$ cat src/common/nco_config.svh
`ifndef NCO_CONFIG_SVH
`define NCO_CONFIG_SVH

// period word is fixed point, integer part above NCO_FRAC_W fraction bits
`define NCO_DATA_W 16
`define NCO_FRAC_W 4

// register map
`define NCO_ADDR_W      2
`define NCO_ADDR_CTRL   2'd0
`define NCO_ADDR_PERIOD 2'd1
`define NCO_ADDR_STATUS 2'd2

// maximum hop count of one sweep is 2**NCO_HOP_CNT_W - 1
`define NCO_HOP_CNT_W 8

`endif

$ cat src/common/nco_dp_pkg.sv
`include "nco_config.svh"

package nco_dp_pkg;

  // fixed point period in system clock cycles
  typedef logic [`NCO_DATA_W-1:0] period_t;

  // integer cycle count of the modulo counter and the quantizer
  typedef logic [`NCO_DATA_W-`NCO_FRAC_W-1:0] count_t;

  // accumulator keeps the same fixed point format as the period
  typedef logic [`NCO_DATA_W-1:0] acc_t;

endpackage

$ cat src/common/nco_reg_pkg.sv
`include "nco_config.svh"

package nco_reg_pkg;

  // register addresses as seen on the register bus
  typedef enum logic [`NCO_ADDR_W-1:0] {
    REG_CTRL   = `NCO_ADDR_CTRL,
    REG_PERIOD = `NCO_ADDR_PERIOD,
    REG_STATUS = `NCO_ADDR_STATUS
  } reg_addr_e;

  // period view, integer cycles above the fraction bits
  typedef struct packed {
    logic [`NCO_DATA_W-`NCO_FRAC_W-1:0] int_part;
    logic [`NCO_FRAC_W-1:0]             frac_part;
  } reg_period_t;

  // control view, enable sits in bit 0
  typedef struct packed {
    logic [`NCO_DATA_W-3:0] reserved;
    logic                   soft_reset;
    logic                   enable;
  } reg_ctrl_t;

  // one bus word, decoded by address as one of the two views
  typedef union packed {
    reg_period_t period;
    reg_ctrl_t   ctrl;
  } reg_word_u;

endpackage

$ cat src/common/nco_reg_if.sv
`timescale 1ns/100ps
`include "nco_config.svh"

// single beat valid/ready register access, read data one cycle after transfer
interface nco_reg_if import nco_reg_pkg::*; ();

  logic                   valid;
  logic                   ready;
  logic                   we;
  reg_addr_e              addr;
  reg_word_u              wdata;
  logic [`NCO_DATA_W-1:0] rdata;
  logic                   rvalid;

  modport requester (
    output valid, we, addr, wdata,
    input  ready, rdata, rvalid
  );

  modport target (
    input  valid, we, addr, wdata,
    output ready, rdata, rvalid
  );

endinterface

$ cat src/hdl/nco_hop_sequencer.sv
`timescale 1ns/100ps
`include "nco_config.svh"

module nco_hop_sequencer
  import nco_reg_pkg::*;
  import nco_dp_pkg::*;
(
  input  logic                      clk_i,
  input  logic                      arst_n_i,
  input  logic                      hop_start_i,
  input  logic                      hop_tick_i,
  input  period_t                   hop_start_period_i,
  input  period_t                   hop_step_i,
  input  logic [`NCO_HOP_CNT_W-1:0] hop_count_i,
  output logic                      hop_busy_o,
  nco_reg_if.requester              bus_o
);

  period_t                   period_q;
  period_t                   step_q;
  logic [`NCO_HOP_CNT_W-1:0] left_q;
  // ticks seen but not yet turned into an accepted write
  logic [`NCO_HOP_CNT_W-1:0] pend_q;
  logic                      tick;
  logic                      accept;

  assign hop_busy_o = (left_q != '0);
  assign tick       = hop_tick_i & hop_busy_o;

  // ~~~~~~~~~~~~~~~~~~~~~~~~~~~~~~~~~~~~~~~~~~~~~~~~~~~~~~~~~~~~~~~~~~~~~~
  // write request, held until the arbiter grants it
  // ~~~~~~~~~~~~~~~~~~~~~~~~~~~~~~~~~~~~~~~~~~~~~~~~~~~~~~~~~~~~~~~~~~~~~~
  assign bus_o.valid = hop_busy_o & (pend_q != '0);
  assign bus_o.we    = 1'b1;
  assign bus_o.addr  = REG_PERIOD;
  assign bus_o.wdata = period_q;
  assign accept      = bus_o.valid & bus_o.ready;

  always_ff @(posedge clk_i or negedge arst_n_i) begin
    if (!arst_n_i) begin
      left_q <= '0;
      pend_q <= '0;
    end else if (hop_start_i) begin
      left_q <= hop_count_i;
      pend_q <= '0;
    end else begin
      if (accept) begin
        left_q <= left_q - 1'b1;
      end
      case ({tick, accept})
        2'b10:   pend_q <= pend_q + 1'b1;
        2'b01:   pend_q <= pend_q - 1'b1;
        default: pend_q <= pend_q;
      endcase
    end
  end

  // next hop value is the previous one plus the step
  always_ff @(posedge clk_i) begin
    if (hop_start_i) begin
      period_q <= hop_start_period_i;
      step_q   <= hop_step_i;
    end else if (accept) begin
      period_q <= period_q + step_q;
    end
  end

endmodule

$ cat src/hdl/nco_reg_arbiter.sv
`timescale 1ns/100ps

module nco_reg_arbiter (
  input  logic       clk_i,
  input  logic       arst_n_i,
  nco_reg_if.target    req_a_i,
  nco_reg_if.target    req_b_i,
  nco_reg_if.requester tgt_o
);

  logic grant_a;
  logic grant_b;
  // set when requester A won the last contested transfer
  logic last_a_q;
  // set when the outstanding read belongs to requester B
  logic rd_b_q;
  logic xfer;

  // ~~~~~~~~~~~~~~~~~~~~~~~~~~~~~~~~~~~~~~~~~~~~~~~~~~~~~~~~~~~~~~~~~~~~~~
  // grant and request mux
  // ~~~~~~~~~~~~~~~~~~~~~~~~~~~~~~~~~~~~~~~~~~~~~~~~~~~~~~~~~~~~~~~~~~~~~~
  always_comb begin
    if (req_a_i.valid && req_b_i.valid) begin
      grant_a = ~last_a_q;
      grant_b = last_a_q;
    end else begin
      grant_a = req_a_i.valid;
      grant_b = req_b_i.valid;
    end
  end

  assign tgt_o.valid = grant_a | grant_b;
  assign tgt_o.we    = grant_b ? req_b_i.we    : req_a_i.we;
  assign tgt_o.addr  = grant_b ? req_b_i.addr  : req_a_i.addr;
  assign tgt_o.wdata = grant_b ? req_b_i.wdata : req_a_i.wdata;

  // the loser sees ready low and keeps waiting
  assign req_a_i.ready = grant_a & tgt_o.ready;
  assign req_b_i.ready = grant_b & tgt_o.ready;

  assign xfer = tgt_o.valid & tgt_o.ready;

  always_ff @(posedge clk_i or negedge arst_n_i) begin
    if (!arst_n_i) begin
      last_a_q <= 1'b0;
      rd_b_q   <= 1'b0;
    end else begin
      if (xfer && req_a_i.valid && req_b_i.valid) begin
        last_a_q <= ~last_a_q;
      end
      if (xfer && !tgt_o.we) begin
        rd_b_q <= grant_b;
      end
    end
  end

  // read response goes back to whoever issued the read
  assign req_a_i.rdata  = tgt_o.rdata;
  assign req_b_i.rdata  = tgt_o.rdata;
  assign req_a_i.rvalid = tgt_o.rvalid & ~rd_b_q;
  assign req_b_i.rvalid = tgt_o.rvalid & rd_b_q;

endmodule

$ cat src/hdl/nco_subsys.sv
`timescale 1ns/100ps
`include "nco_config.svh"

module nco_subsys
  import nco_reg_pkg::*;
(
  input  logic                      clk_i,
  input  logic                      arst_n_i,
  input  logic                      host_valid_i,
  input  logic                      host_we_i,
  input  logic [`NCO_ADDR_W-1:0]    host_addr_i,
  input  logic [`NCO_DATA_W-1:0]    host_wdata_i,
  output logic                      host_ready_o,
  output logic [`NCO_DATA_W-1:0]    host_rdata_o,
  output logic                      host_rvalid_o,
  input  logic                      hop_start_i,
  input  logic                      hop_tick_i,
  input  logic [`NCO_DATA_W-1:0]    hop_start_period_i,
  input  logic [`NCO_DATA_W-1:0]    hop_step_i,
  input  logic [`NCO_HOP_CNT_W-1:0] hop_count_i,
  output logic                      hop_busy_o,
  output logic                      clk_o
);

  nco_reg_if host_bus ();
  nco_reg_if seq_bus ();
  nco_reg_if core_bus ();

  // host port is requester A
  assign host_bus.valid = host_valid_i;
  assign host_bus.we    = host_we_i;
  assign host_bus.addr  = reg_addr_e'(host_addr_i);
  assign host_bus.wdata = reg_word_u'(host_wdata_i);
  assign host_ready_o   = host_bus.ready;
  assign host_rdata_o   = host_bus.rdata;
  assign host_rvalid_o  = host_bus.rvalid;

  nco_hop_sequencer u_seq (
    .clk_i, .arst_n_i, .hop_start_i, .hop_tick_i, .hop_start_period_i,
    .hop_step_i, .hop_count_i, .hop_busy_o,
    .bus_o (seq_bus.requester)
  );

  nco_reg_arbiter u_arb (
    .clk_i, .arst_n_i,
    .req_a_i (host_bus.target),
    .req_b_i (seq_bus.target),
    .tgt_o   (core_bus.requester)
  );

  nco_core u_core (
    .clk_i, .arst_n_i,
    .bus_i (core_bus.target),
    .clk_o
  );

endmodule

$ cat src/nco/nco_core.sv
`timescale 1ns/100ps
`include "nco_config.svh"

module nco_core
  import nco_reg_pkg::*;
  import nco_dp_pkg::*;
(
  input  logic      clk_i,
  input  logic      arst_n_i,
  nco_reg_if.target bus_i,
  output logic      clk_o
);

  logic                   enable_q;
  logic                   soft_reset_q;
  period_t                period_q;
  acc_t                   acc_q;
  count_t                 cnt_q;
  count_t                 acc_int;
  logic [`NCO_FRAC_W-1:0] acc_frac;
  count_t                 quant;
  acc_t                   diff;
  logic                   wrap;
  logic                   clk_int;
  logic                   wr_ctrl;
  logic                   wr_period;
  logic                   running;
  reg_word_u              ctrl_word;

  // ~~~~~~~~~~~~~~~~~~~~~~~~~~~~~~~~~~~~~~~~~~~~~~~~~~~~~~~~~~~~~~~~~~~~~~
  // register file
  // ~~~~~~~~~~~~~~~~~~~~~~~~~~~~~~~~~~~~~~~~~~~~~~~~~~~~~~~~~~~~~~~~~~~~~~
  assign bus_i.ready = 1'b1;
  assign wr_ctrl     = bus_i.valid & bus_i.we & (bus_i.addr == REG_CTRL);
  assign wr_period   = bus_i.valid & bus_i.we & (bus_i.addr == REG_PERIOD);
  assign running     = enable_q & ~soft_reset_q & (period_q != '0);

  always_comb begin
    ctrl_word                 = '0;
    ctrl_word.ctrl.soft_reset = soft_reset_q;
    ctrl_word.ctrl.enable     = enable_q;
  end

  always_ff @(posedge clk_i or negedge arst_n_i) begin
    if (!arst_n_i) begin
      enable_q     <= 1'b0;
      soft_reset_q <= 1'b0;
      bus_i.rvalid <= 1'b0;
    end else begin
      if (wr_ctrl) begin
        enable_q     <= bus_i.wdata.ctrl.enable;
        soft_reset_q <= bus_i.wdata.ctrl.soft_reset;
      end
      bus_i.rvalid <= bus_i.valid & ~bus_i.we;
    end
  end

  always_ff @(posedge clk_i) begin
    case (bus_i.addr)
      REG_CTRL:   bus_i.rdata <= ctrl_word;
      REG_PERIOD: bus_i.rdata <= period_q;
      REG_STATUS: bus_i.rdata <= {{(`NCO_DATA_W-2){1'b0}}, running, enable_q};
      default:    bus_i.rdata <= '0;
    endcase
  end

  // ~~~~~~~~~~~~~~~~~~~~~~~~~~~~~~~~~~~~~~~~~~~~~~~~~~~~~~~~~~~~~~~~~~~~~~
  // quantizer and error feedback
  // ~~~~~~~~~~~~~~~~~~~~~~~~~~~~~~~~~~~~~~~~~~~~~~~~~~~~~~~~~~~~~~~~~~~~~~
  assign acc_int  = acc_q[`NCO_DATA_W-1:`NCO_FRAC_W];
  assign acc_frac = acc_q[`NCO_FRAC_W-1:0];

  // exact half rounds towards the even integer
  always_comb begin
    if (acc_frac == {1'b1, {(`NCO_FRAC_W-1){1'b0}}}) begin
      quant = acc_int + acc_int[0];
    end else if (acc_frac[`NCO_FRAC_W-1]) begin
      quant = acc_int + 1'b1;
    end else begin
      quant = acc_int;
    end
  end

  // error left by this output period is carried into the next one
  assign diff    = period_q - {quant, {`NCO_FRAC_W{1'b0}}};
  assign wrap    = ({1'b0, cnt_q} + 1'b1) >= {1'b0, quant};
  assign clk_int = cnt_q > (quant >> 1);

  always_ff @(posedge clk_i or negedge arst_n_i) begin
    if (!arst_n_i) begin
      period_q <= '0;
      acc_q    <= '0;
      cnt_q    <= '0;
      clk_o    <= 1'b0;
    end else if (soft_reset_q) begin
      period_q <= '0;
      acc_q    <= '0;
      clk_o    <= 1'b0;
    end else if (wr_period) begin
      period_q <= bus_i.wdata.period;
      acc_q    <= bus_i.wdata.period;
      cnt_q    <= '0;
    end else if (enable_q) begin
      clk_o <= clk_int;
      if (wrap) begin
        cnt_q <= '0;
        acc_q <= acc_q + diff;
      end else begin
        cnt_q <= cnt_q + 1'b1;
      end
    end
  end

endmodule

$ cat config.mk
export PLATFORM = sky130hd
export DESIGN_NAME = nco_subsys
export DESIGN_NICKNAME = d
export VERILOG_FILES = /design/src/common/nco_dp_pkg.sv /design/src/common/nco_reg_pkg.sv /design/src/common/nco_reg_if.sv /design/src/hdl/nco_hop_sequencer.sv /design/src/hdl/nco_reg_arbiter.sv /design/src/hdl/nco_subsys.sv /design/src/nco/nco_core.sv
export VERILOG_INCLUDE_DIRS = /design/src /design/src/common
export SDC_FILE = /design/constraint.sdc
export NUM_CORES = 1
export LEC_CHECK = 0
export BUFFER_PORTS_ARGS = -buffer_cell sky130_fd_sc_hd__clkbuf_2
export CORE_ASPECT_RATIO = 1.75
export CORE_MARGIN = 2
export CORE_UTILIZATION = 54
export DETAILED_ROUTE_END_ITERATION = 8
export PLACE_DENSITY = 0.77
export SETUP_SLACK_MARGIN = 0.02
export SLEW_MARGIN = 20
export SYNTH_ARGS = -nofsm -noshare
export SYNTH_HDL_FRONTEND = slang
export SYNTH_SLANG_ARGS = --single-unit
$ cat constraint.sdc
create_clock -name clk_i -period 3.2 [get_ports clk_i]
set_input_delay 0.16 -clock clk_i [delete_from_list [all_inputs] [get_ports clk_i]]
set_output_delay 0.16 -clock clk_i [all_outputs]
set_load 0.05 [all_outputs]
==> results.json <==
{
  "startpoint_type": "flip-flop",
  "crit_fanout": 4,
  "drtAntennaViolNets": 0,
  "fin_skew_ns": 0.01279,
  "violations": "setup timing",
  "fin_area_sq_um": 10250,
  "synth_simple_gate_area_share_pct": 17.30,
  "synth_top_area_cell": "dfrtp_1",
  "status": "finished, violations left",
  "slowest_stage": "fa_1",
  "synth-edff-count": 32,
  "io_buffers": 83,
  "multi_input_area_sq_um": 4877,
  "synth_async_sr_flop_share_pct": 57.89,
  "max_slew.worst_pin.slew_ns": 0.8007,
  "track_usage_pct": 30.61,
  "clockRootBuffer": "clkbuf_16",
  "synth.avg_cell_area_sq_um": 9.633,
  "min_period_ns": 3.244,
  "rr_endpoint": "u_core.acc_q[15]",
  "power_leakage_nw": 4.661,
  "drtIter0Drc": 540,
  "rows": 57,
  "max_freq_ghz": 0.3083,
  "grt_pass1_vias": 7316,
  "crit_type": "reg2reg",
  "first_pass_iters": 6,
  "path_depth": 14,
  "setup_violations": 4,
  "reg2reg_depth": 14,
  "synth_top_family_by_area": "compound AO/OA/AOI/OAI gates",
  "synthCells": 795,
  "grt-ovfl-total": 0,
  "fin_cells": 1186,
  "diodes": 0,
  "clock_path_buffers": 2,
  "synth_compound_area_share_pct": 18.90,
  "r2r_slack_ns": -0.04,
  "dp_cells": 1120,
  "yosysMostFrequentCell": "nand2_1",
  "cts_tree": "built",
  "critPathBufInv": 4,
  "placed_cell_area_sq_um": 8892,
  "dp_hpwl_um": 16460,
  "grt_first_pass_wirelength_um": 35550,
  "synth_cell_types": 76,
  "start_util_pct": 55.07,
  "fp.dieArea_sq_um": 15190,
  "crit_chain": "buf_6 -> nand4_1 -> buf_4 -> xor2_4 -> buf_6 -> fa_1 -> ha_4 -> buf_4 -> o21ai_1 -> nand2b_1 -> nand4_1 -> o221ai_2 -> xnor2_1 -> o221a_2",
  "synth_area_sq_um": 7659,
  "slowest_delay_ns": 0.51,
  "total_power_mw": 12.96,
  "yosysWarnings": 0,
  "hold_class": "in2reg",
  "post-route-period-util_pct": 101.4,
  "die_y_um": 161.5,
  "synth_common_cells": "81 x nand2_1, 67 x ha_1, 66 x dfrtp_1, 42 x nor2_1, 42 x o21ai_0",
  "tns_ns": -0.1167,
  "h-tree-depth": 4,
  "synth_fa_ha_area_share_pct": 14.08,
  "clock_latency_ns": 0.42,
  "relSlewSlack_pct": 46.62,
  "fill_cells": 950,
  "ir_worst_vdd_mv": 0.7873,
  "numCtsBuffers": 17,
  "ff_latch_area_sq_um": 2933,
  "holdWs_ns": 0.01487,
  "seq_area_frac_synth_pct": 38.29,
  "grt_max_degree": 46,
  "synth_mux_area_share_pct": 1.699,
  "design.core.area_sq_um": 13910,
  "dieWidth_um": 94.03,
  "io_pins": 84,
  "wire_per_inst_um": 20.27,
  "wl_um": 24040,
  "maxSlewViolCount": 0,
  "synth_fp_nets": 938,
  "antenna_found_initial": 0,
  "r2r_start": "u_core.acc_q[5]",
  "via_count": 7321,
  "path_clk_slew_ns": 0.06,
  "area_delta_synth_final_pct": 33.85,
  "yosys_most_used_dff": "dfrtp_1",
  "endpoint": "u_core.acc_q[15]",
  "max-cap-violations": 0,
  "crit_required_ns": 3.51,
  "viasPerCell": 6.173,
  "rsz0062_at_grt": "true",
  "synth_top_area_share_pct": 21.57,
  "drc": 0,
  "powerDensity_nw_per_um2": 1264,
  "layout.nets": 1139,
  "clock-sinks": 114,
  "drive_gt1_share_pct": 28.64,
  "ys_top_cells_by_area": "dfrtp_1 22%, edfxtp_1 13%, ha_1 11%, dfxtp_1 4.2%, xnor2_1 4.0%",
  "setup_slack_ns": -0.04380,
  "synth-xor-area-share_pct": 6.175,
  "gp_congestion": 1.025,
  "crit_family": "adder cells",
  "crit_path_start": "u_core.acc_q[5]",
  "finalHoldViolations": 0,
  "cp-end-kind": "flip-flop",
  "arrival_ns": 3.55,
  "ys_ff_latch": 114
}
==> how the worst min path moves through the flow <==
| stage | startpoint | end | cells after the start |
|---|---|---|---|
| 6_report | host_wdata_i[0] | u_core.enable_q | 2 |
| 5_1_grt | host_wdata_i[0] | u_core.enable_q | 2 |
| 4_1_cts | host_wdata_i[0] | u_core.enable_q | 2 |
| 3_5_place_dp | hop_step_i[1] | u_seq.step_q[1] | 1 |
| 3_3_place_gp | hop_step_i[13] | u_seq.step_q[13] | 1 |
| 2_1_floorplan | arst_n_i | u_arb.last_a_q | 0 |
==> report_power, final <==
group,internal [mW],switching [mW]
combinational,3.80,4.74
sequential,2.01,0.443
clock,1.23,0.731
==> per-stage QoR <==
step	util [%]	worst slack, ns
detailed placement	63.94	-0.2305
global route	73.71	-0.09942
floorplan	-	0.05300
finish	73.71	-0.04380
CTS	70.78	-0.007267
global placement	63.94	-0.1496
==> cell type report <==
class	instances	area share [%]
multi-input cells	613	47.58
flip-flops and latches	114	28.61
repair buffers	208	14.21
clock buffers	17	4.150
well taps	177	2.160
clock inverters	15	1.733
inverters	42	1.562
==> cell usage in the layout, fill, tap and decap left out, types with 8 or more instances in the layout <==
master / Yosys / routed
a211oi_1: 12 / 12
a21o_1: 17 / 17
a21oi_1: 39 / 35
a31oi_1: 13 / 13
and3_1: 10 / 8
buf_4: 0 / 97
clkbuf_16: 0 / 18
clkbuf_2: 0 / 82
dfrtp_1: 66 / 66
dfxtp_1: 16 / 16
dlygate4sd3_1: 0 / 25
edfxtp_1: 32 / 32
fa_1: 12 / 12
ha_1: 67 / 56
ha_4: 0 / 10
inv_1: 41 / 38
nand2_1: 81 / 80
nand2b_1: 11 / 10
nand3_1: 27 / 21
nand4_1: 10 / 10
nor2_1: 42 / 39
nor2b_1: 20 / 20
nor3_1: 19 / 16
nor4_1: 10 / 10
o21a_1: 16 / 15
o21ai_0: 42 / 39
xnor2_1: 35 / 33
xor2_1: 19 / 15
==> worst reg2reg max path, cell delays in order, from the launching register on <==
cell and delay [ns]:
dfrtp_1 0.43, buf_6 0.13, nand4_1 0.16, buf_4 0.22, xor2_4 0.16, buf_6 0.12
fa_1 0.51, ha_4 0.30, buf_4 0.13, o21ai_1 0.07, nand2b_1 0.21, nand4_1 0.15
o221ai_2 0.21, xnor2_1 0.12, o221a_2 0.24
==> per-layer routing <==
layer  track usage (%)  wire, um
met5                 0         0
met1             31.54      8091
met3             5.084      1315
met4             20.16      1722
met2             55.39     12910
==> logic make-up after synthesis <==
group	Yosys count
adder cells (fa/ha/maj)	79
multiplexers	12
XOR/XNOR	54
buffers and inverters	68
AND/OR/NAND/NOR	262
AO/OA/AOI/OAI	206
flip-flops	114
==> registers in the layout (all words and copies together), names as in the netlist <==
name,flops
u_core.clk_o,1
u_seq.left_q,8
u_core.soft_reset_q,1
u_seq.step_q,16
u_core.acc_q,16
u_arb.last_a_q,1
u_core.cnt_q,12
u_seq.bus_o.wdata,16
u_seq.pend_q,8
u_arb.rd_b_q,1
u_core.enable_q,1
u_core.bus_i.rdata,16
u_core.bus_i.rvalid,1
u_core.period_q,16
==> what timing repair did <==
action / CTS / global route
resized for setup: 16 / 55
gates cloned: 0 / 1
pin swaps: 3 / 20
hold buffers: 25 / 0
buffers inserted: 2 / 6
hold endpoints to repair: 44 / 0
endpoints found under the setup margin: 15 / 20
Note: power is estimated with default switching activity, not from simulation.
